**src/rtl/noc_route_pkg.sv**
```systemverilog
// shared mesh sizes, port numbering and request types for the look-ahead route stage
package noc_route_pkg;

    // mesh dimensions, 4x4 routers
    localparam int mesh_nx = 4;
    localparam int mesh_ny = 4;

    // address field widths
    localparam int x_w = 2;
    localparam int y_w = 2;

    // router ports
    localparam int port_num   = 5;
    localparam int port_bin_w = 3;  // binary port number
    localparam int enc_port_w = 4;  // port vector with one port taken out

    // router port numbers
    // north lowers y, south raises y
    typedef enum logic [port_bin_w-1:0] {
        port_local = 3'd0,
        port_east  = 3'd1,
        port_north = 3'd2,
        port_west  = 3'd3,
        port_south = 3'd4
    } port_e;

    // router coordinates
    typedef logic [x_w-1:0] x_addr_t;
    typedef logic [y_w-1:0] y_addr_t;

    typedef struct packed {
        x_addr_t x;
        y_addr_t y;
    } node_addr_t;

    // one-hot over all five ports, bit index is the port_e value
    typedef logic [port_num-1:0] port_onehot_t;

    // one-hot over the four ports left once one port is dropped
    // the dropped port closes the gap, higher ports shift down by one
    typedef logic [enc_port_w-1:0] port_enc_t;

    // request seen by one router input port
    typedef struct packed {
        node_addr_t dest;       // final destination router
        port_enc_t  dest_port;  // output port picked at this router
    } route_req_t;

endpackage

```
**src/rtl/next_hop_predictor.sv**
```systemverilog
// predicts next router address and its receiving port from the encoded output port
`timescale 1ns/1ns

module next_hop_predictor
    import noc_route_pkg::*;
#(
    parameter int sw_loc = 0  // port number of the input port holding this stage
) (
    input  port_enc_t    dest_port,
    input  node_addr_t   current_addr,
    output node_addr_t   next_addr,
    output port_onehot_t rx_port
);

    localparam x_addr_t last_x = x_addr_t'(mesh_nx - 1);
    localparam y_addr_t last_y = y_addr_t'(mesh_ny - 1);

    port_onehot_t dest_onehot;  // dest_port expanded to five ports

    // put back the hole at sw_loc, a packet never leaves on the port it came in
    for (genvar i = 0; i < port_num; i++) begin : g_expand
        if (i < sw_loc) begin : g_below
            assign dest_onehot[i] = dest_port[i];
        end else if (i == sw_loc) begin : g_self
            assign dest_onehot[i] = 1'b0;
        end else begin : g_above
            assign dest_onehot[i] = dest_port[i-1];
        end
    end

    // one hop in the chosen direction
    always_comb begin
        next_addr = current_addr;  // local or nothing selected
        if (dest_onehot[port_east]) begin
            next_addr.x = (current_addr.x == last_x) ? '0 : current_addr.x + 1'b1;
        end else if (dest_onehot[port_north]) begin
            next_addr.y = (current_addr.y == '0) ? last_y : current_addr.y - 1'b1;
        end else if (dest_onehot[port_west]) begin
            next_addr.x = (current_addr.x == '0) ? last_x : current_addr.x - 1'b1;
        end else if (dest_onehot[port_south]) begin
            next_addr.y = (current_addr.y == last_y) ? '0 : current_addr.y + 1'b1;
        end
    end

    // next router sees the packet on the opposite side
    always_comb begin
        rx_port             = '0;
        rx_port[port_local] = dest_onehot[port_local];
        rx_port[port_west]  = dest_onehot[port_east];
        rx_port[port_east]  = dest_onehot[port_west];
        rx_port[port_north] = dest_onehot[port_south];
        rx_port[port_south] = dest_onehot[port_north];
    end

endmodule

```
**src/rtl/xy_route.sv**
```systemverilog
// deterministic XY routing at a given router, one-hot output port
`timescale 1ns/1ns

module xy_route
    import noc_route_pkg::*;
(
    input  node_addr_t   cur_addr,
    input  node_addr_t   dest_addr,
    output port_onehot_t port
);

    // x first, then y once the column matches
    always_comb begin
        port = '0;
        if (dest_addr.x > cur_addr.x) begin
            port[port_east] = 1'b1;
        end else if (dest_addr.x < cur_addr.x) begin
            port[port_west] = 1'b1;
        end else if (dest_addr.y > cur_addr.y) begin
            port[port_south] = 1'b1;  // south raises y
        end else if (dest_addr.y < cur_addr.y) begin
            port[port_north] = 1'b1;
        end else begin
            port[port_local] = 1'b1;  // arrived
        end
    end

endmodule

```
**src/rtl/receive_port_remover.sv**
```systemverilog
// drops the receiving port from a one-hot port vector, giving the 4-bit encoded port
`timescale 1ns/1ns

module receive_port_remover
    import noc_route_pkg::*;
(
    input  port_onehot_t port_in,
    input  port_onehot_t rx_port,
    output port_enc_t    port_out
);

    logic [port_bin_w-1:0] port_bin;
    logic [port_bin_w-1:0] rx_bin;
    logic [port_bin_w-1:0] out_bin;
    logic [$clog2(enc_port_w)-1:0] enc_bin;  // index into the 4-bit vector

    // OR of set bit indices, all zero gives 0
    function automatic logic [port_bin_w-1:0] onehot_to_bin(input port_onehot_t vec);
        logic [port_bin_w-1:0] bin;
        bin = '0;
        for (int i = 0; i < port_num; i++) begin
            if (vec[i]) begin
                bin = bin | port_bin_w'(i);
            end
        end
        return bin;
    endfunction

    assign port_bin = onehot_to_bin(port_in);
    assign rx_bin   = onehot_to_bin(rx_port);

    // ports above the receiving one move down a place
    always_comb begin
        if (rx_bin > port_bin) begin
            out_bin = port_bin;
        end else begin
            out_bin = port_bin - 1'b1;
        end
    end

    // local with no receive port wraps to the top bit
    assign enc_bin = out_bin[$clog2(enc_port_w)-1:0];

    always_comb begin
        port_out          = '0;
        port_out[enc_bin] = 1'b1;
    end

endmodule

```
**src/rtl/lookahead_route.sv**
```systemverilog
// look-ahead route stage for one router input port, registers the request and routes ahead
`timescale 1ns/1ns

module lookahead_route
    import noc_route_pkg::*;
#(
    parameter int sw_loc = 0  // port number of this input port, 0 to 4
) (
    input  logic       clk,
    input  logic       reset,
    input  node_addr_t current_addr,  // this router, static level
    input  route_req_t req,
    output port_enc_t  lk_port        // output port to use at the next router
);

    route_req_t   req_q;
    node_addr_t   next_addr;
    port_onehot_t rx_port;
    port_onehot_t next_port;  // next router's XY choice, receiving port still in

    // new request every cycle, no handshake
    always_ff @(posedge clk or posedge reset) begin
        if (reset) begin
            req_q <= '0;
        end else begin
            req_q <= req;
        end
    end

    // where the packet lands and on which side
    next_hop_predictor #(
        .sw_loc (sw_loc)
    ) u_next_hop (
        .dest_port    (req_q.dest_port),
        .current_addr (current_addr),
        .next_addr    (next_addr),
        .rx_port      (rx_port)
    );

    // route as the next router would
    xy_route u_xy_route (
        .cur_addr  (next_addr),
        .dest_addr (req_q.dest),
        .port      (next_port)
    );

    // encode relative to the next router's receiving port
    receive_port_remover u_rx_remove (
        .port_in  (next_port),
        .rx_port  (rx_port),
        .port_out (lk_port)
    );

endmodule

```
**config.mk**
```make
export PLATFORM = sky130hd
export DESIGN_NAME = lookahead_route
export DESIGN_NICKNAME = d
export VERILOG_FILES = /design/src/rtl/noc_route_pkg.sv /design/src/rtl/next_hop_predictor.sv /design/src/rtl/xy_route.sv /design/src/rtl/receive_port_remover.sv /design/src/rtl/lookahead_route.sv
export SDC_FILE = /design/constraint.sdc
export NUM_CORES = 1
export LEC_CHECK = 0
export ABC_CLOCK_PERIOD_IN_PS = 7830
export BUFFER_PORTS_ARGS = -buffer_cell sky130_fd_sc_hd__buf_4
export CAP_MARGIN = 5
export CORE_AREA = 2 2 39 41
export CTS_BUF_LIST = sky130_fd_sc_hd__clkbuf_8
export CTS_CLUSTER_DIAMETER = 30
export CTS_CLUSTER_SIZE = 20
export DETAILED_ROUTE_END_ITERATION = 8
export DIE_AREA = 0 0 41 43
export GPL_ROUTABILITY_DRIVEN = 0
export PLACE_DENSITY = 0.81
export SYNTH_ARGS = -nofsm -noshare
export SYNTH_HDL_FRONTEND = slang
export SYNTH_SLANG_ARGS = --single-unit
export TNS_END_PERCENT = 10
```
**constraint.sdc**
```tcl
create_clock -name clk -period 7.83 [get_ports clk]
set_input_delay 2.349 -clock clk [delete_from_list [all_inputs] [get_ports clk]]
set_output_delay 2.349 -clock clk [all_outputs]
set_load 0.05 [all_outputs]
```
==> Word-level counts from Yosys, hierarchy flattened <==
Cells that the tools add are included.
{ "classes": {"magnitude_cmp": 7, "n_addsub": 5, "muxes": 30, "reduce_logical": 3, "div_mod_pow": 0, "shifts": 0, "n_eq_ne": 2, "bitwise_logic": 0, "multipliers": 0} }
{ "op_table": {"columns": ["cell", "count"], "rows": [
  ["2-bit 2-to-1 mux", 16],
  ["1-bit 2-to-1 mux", 10],
  ["3-bit 2-to-1 mux", 3],
  ["2-bit by 1-bit subtractor with 2-bit output (second input constant)", 3],
  ["2-bit by 1-bit adder with 2-bit output (second input constant)", 2],
  ["2-bit == test (second input constant)", 2],
  ["2-bit > comparator", 2],
  ["2-bit zero test", 2],
  ["2-bit < comparator", 2],
  ["3-bit > comparator", 1],
  ["2-bit by 3-bit < comparator with 1-bit output (second input constant)", 1],
  ["1-bit demux with 2-bit select", 1],
  ["2-bit by 1-bit greater-or-equal comparator with 1-bit output (second input constant)", 1],
  ["1-bit logical AND", 1]
]} }
{ "totals": {"mem_bits_rw": 0, "n_memories": 0, "latchBits": 0, "regBits": 8, "word_cells": 50, "rom_bits": 0} }

==> Logic depth before layout (Yosys ltp) <==
{ "logic_depth": {"word_depth": 20, "depth_mapped": 14, "mapped_depth_nobuf": 14} }

==> By module <==
Synthesis repeated with hierarchy kept, for this count alone.
{ "unflattened": {"cells_unflattened": 93, "area_unflattened_um2": 804.5} }
{ "modules_own_cells": {"columns": ["module", "cells_per_inst", "n_inst", "area_each_um2"], "rows": [
  ["next_hop_predictor", 34, 1, 230.2],
  ["lookahead_route", 9, 1, 203.9],
  ["receive_port_remover", 30, 1, 191.4],
  ["xy_route", 20, 1, 178.9]
]} }

==> Worst setup path before layout <==
OpenSTA, ideal clock, no wires.
{ "synth_path": {"path_kind": "in2out", "start": "input port current_addr[0] (netlist bit)", "end": "output port lk_port[0]", "setup_slack_ns": 0.142, "stages": 14, "t_arrival_ns": 5.339, "path_cell_list": "inv_1 ha_1 nor2_1 nor2_1 a211oi_1 a221o_1 ha_1 a21oi_1 a311oi_1 ha_1 and2b_1 o21ai_1 a32oi_2 mux2i_1"} }
{ "synth_between": {"elab_chain_cells": 20, "elab_cells_between_ends": 29, "cone_classes": "add/sub (3); order compare (5); eq/ne (1); mux (18); reduce/logical (2)"} }
{ "synth_rtl": {"columns": ["element", "line_no", "text"], "rows": [
  ["start: declaration", "lookahead_route.sv:11", "input node_addr_t current_addr,"],
  ["2-bit by 1-bit adder with 2-bit output or 2-bit == test (tied branches)", "next_hop_predictor.sv:41", "next_addr.y = (current_addr.y == last_y) ? '0 : current_addr.y + 1'b1;"],
  ["2-bit 2-to-1 mux", "next_hop_predictor.sv:41", null],
  ["2-bit 2-to-1 mux", "next_hop_predictor.sv:40", "end else if (dest_onehot[port_south]) begin"],
  ["2-bit 2-to-1 mux", "next_hop_predictor.sv:38", "end else if (dest_onehot[port_west]) begin"],
  ["2-bit 2-to-1 mux", "next_hop_predictor.sv:36", "end else if (dest_onehot[port_north]) begin"],
  ["2-bit 2-to-1 mux *", "next_hop_predictor.sv:34", "if (dest_onehot[port_east]) begin"],
  ["2-bit < comparator", "xy_route.sv:21", "end else if (dest_addr.y < cur_addr.y) begin"],
  ["1-bit 2-to-1 mux", "xy_route.sv:21", null],
  ["[3 not listed]", null, null],
  ["2-bit 2-to-1 mux (2 in a row)", "receive_port_remover.sv:22", "if (vec[i]) begin"],
  ["3-bit 2-to-1 mux *", "receive_port_remover.sv:22", null],
  ["3-bit > comparator or 2-bit by 1-bit subtractor with 2-bit output (tied branches)", "receive_port_remover.sv:34, receive_port_remover.sv:37", null],
  ["2-bit 2-to-1 mux *", "receive_port_remover.sv:34", "if (rx_bin > port_bin) begin"],
  ["2-bit by 3-bit < comparator with 1-bit output (implied by the code) or 2-bit by 1-bit greater-or-equal comparator with 1-bit output (tied branches)", "receive_port_remover.sv:46", "port_out[enc_bin] = 1'b1;"],
  ["1-bit logical AND (implied by the code)", "receive_port_remover.sv:46", null],
  ["1-bit 2-to-1 mux (implied by the code)", "receive_port_remover.sv:46", null],
  ["1-bit demux with 2-bit select *", null, null],
  ["end: declaration", "lookahead_route.sv:13", "output port_enc_t lk_port"]
]} }
Every way passes the cells marked *; elsewhere a longest branch is shown, timed or not.

==> Worst setup path in the final report <==
{ "layout_path": {"start": "input port current_addr[0] (netlist bit)", "end": "output port lk_port[1]"} }
Same word-level chain as after synthesis.

==> metrics <==
Reg with most FFs req_q; Nets 115; f_max 0.1325 GHz; total die area ~0.0018 mm²; P&R area growth vs syn 29.40%; htree depth 1; grt total ovfl 0; startpoint types input port; cts hold-fix bufs 0; Setup Slack @ Placement 0.3170 ns; WL per Instance ~9.7 µm; dpl hpwl 865.9 µm; VDD IR max 153.2 µV; area of the core between 0.001 and 0.0015 mm²; DRC errors left 0; max-cap violations 0; share of layout cells above drive strength 1 0.2500; Vias per Instance 4.981; max reg flops 8; Pins Over Slew Limit 0; Final Hold Vio Count 0; largest net degree at the start of global routing 11; Cells after Synth between 60 and 70; Req. time, crit path roughly 5.5 ns; Post-Syn Nets 94; total CTS buffers 3; initial antenna violation count 0; Final period util 0.9639; Synth top area share 0.3200; setup bufs post-CTS 0; Yosys reg bits 8; WL final a little over 1000 µm; class of the most critical setup path input port to output port; CTS tree built; Lkg Pwr 0.4313 nW; 1st-pass router iterations 4; ranking of synthesized cells by area dfrtp_1 (32%), ha_1 (22%), mux2i_1 (8.0%); Filler Cell Count 120; post-synthesis sequential area ratio 0.3200; post_cts resized 0; site row count 14; Yosys warning count 0; Starting DRT DRC Count 4; worst-path fanout max 4; Die X a little over 40 µm; Buffers on Ports 17; CTS root buf clkbuf_8; status finished clean; Ports 18; Worst-path clk slew approximately 0.04 ns; global-route wire length before repair between 1500 and 2000 µm; post-synthesis cell area about 630 µm²; Worst setup EP type output port; vias in the first global route between 400 and 500; Yosys top cell by area dfrtp_1; # clock sinks 8; routed via count 518; Initial Util 0.4521; Worst-Margin Slew 0.3411 ns; Die Ht about 43 µm; top flop regs req_q (8); post-route ant nets 0; worst hold-check path type input port to async pin; slack of the critical path between 0.2 and 0.3 ns; Unique masters post-synth 22; gr usage total 0.1516; fin crit period between 7 and 8 ns; Power Density about 200 mW/mm²; CP Data Arrival Time between 5 and 6 ns; Total Neg Setup Slack 0 ns; syn avg cell area 9.067 µm²; n_diodes 0; endpoints failing setup 0; max_slew headroom 0.7726; RSZ-0062 raised after global routing no; CTS Buffer Depth 2
[through the flow]
step / power [W] / instances / utilization / hold slack [ns] / cell area, µm²
after CTS: 0.0001678 / 104 / 0.5850 / 2.059 / 809.5
after global placement: 0.0001174 / 101 / 0.5552 / 2.299 / 768.2
after detailed placement: 0.0001196 / 101 / 0.5552 / 2.297 / 768.2
final: 0.0001653 / 104 / 0.5850 / 2.058 / 809.5
after floorplan: 0.00009907 / 69 / - / 2.165 / 625.6
after global routing: 0.0001789 / 104 / 0.5850 / 2.065 / 809.5
[cells in the mapped netlist]
cell	number
a211oi_1	1
a21o_1	1
a21oi_1	3
a221o_1	1
a311oi_1	1
a32oi_2	1
and2b_1	1
buf_2	1
dfrtp_1	8
ha_1	11
inv_1	11
mux2i_1	5
nand2_1	4
nand2b_1	3
nor2_1	8
nor2b_1	1
o21ai_0	3
o21ai_1	1
o22ai_1	1
o31a_1	1
o31ai_1	1
or2_2	1
[cell usage in the layout, fill, tap and decap left out]
cell,netlist,final
nor2b_1,1,1
mux2i_1,5,5
nand2b_1,3,3
a21oi_1,3,3
a21o_1,1,1
clkbuf_8,0,3
a311oi_1,1,1
and2b_1,1,1
inv_1,11,11
ha_1,11,11
o31ai_1,1,1
o21ai_0,3,3
a211oi_1,1,1
o22ai_1,1,1
or2_2,1,1
o31a_1,1,1
a32oi_2,1,1
o21ai_1,1,1
nor2_1,8,8
buf_4,0,17
a221o_1,1,1
nand2_1,4,4
dfrtp_1,8,8
[logic make-up (layout without fill, tap and decap cells)]
family	Yosys count	count (layout)	synth area share
AND/OR/NAND/NOR	18	18	0.1340
AO/OA/AOI/OAI	15	15	0.1720
buffers and inverters	12	31	0.07399
adder cells (fa/ha/maj)	11	11	0.2200
flip-flops	8	8	0.3200
multiplexers	5	5	0.08000
[routing by layer]
layer	vias up	GRT usage	share of wire	wire (µm)
li1	275	-	-	-
met1	224	0.1711	0.43	437
met2	15	0.2313	0.49	493
met3	4	0.03141	0.045	46
met4	0	0.1200	0.035	35
met5	-	0	0	0
[area by class of cell]
class,instances,area (µm²),area share
repair buffers,17,127.6,0.1577
multi-input cells,49,379.1,0.4683
well taps,16,20.02,0.02473
clock buffers,3,41.29,0.05100
flip-flops and latches,8,200.2,0.2473
inverters,11,41.29,0.05100
[power breakdown]
group          switching [W]   total, W  internal [W]  leakage, nW
Clock              0.0000135  0.0000466     0.0000330       0.0216
Sequential        0.00000168  0.0000454     0.0000437       0.0932
Combinational      0.0000446  0.0000733     0.0000287        0.317
Total              0.0000599   0.000165      0.000105        0.431
[worst paths after layout]
| check | startpoint | end | slack (ns) | cells past startpoint |
|---|---|---|---|---|
| worst min-delay path | reset | req_q[0] | 2.06 | 2 |
| min in group clk | req[3] | req_q[3] | 2.23 | 1 |
| max in group asynchronous | reset | req_q[5] | 5.56 | 2 |
| worst max-delay path | current_addr[0] | lk_port[1] | 0.28 | 16 |
[worst max-delay path, cell delays in order]
cell and delay (ns):
buf_4 0.09, inv_1 0.05, ha_1 0.29, nor2_1 0.04
nor2_1 0.10, a211oi_1 0.06, a221o_1 0.27, ha_1 0.30
a21oi_1 0.22, a311oi_1 0.13, ha_1 0.33, and2b_1 0.13
o21ai_1 0.06, a32oi_2 0.32, mux2i_1 0.23, buf_4 0.22
(Power assumes the default switching activity.)
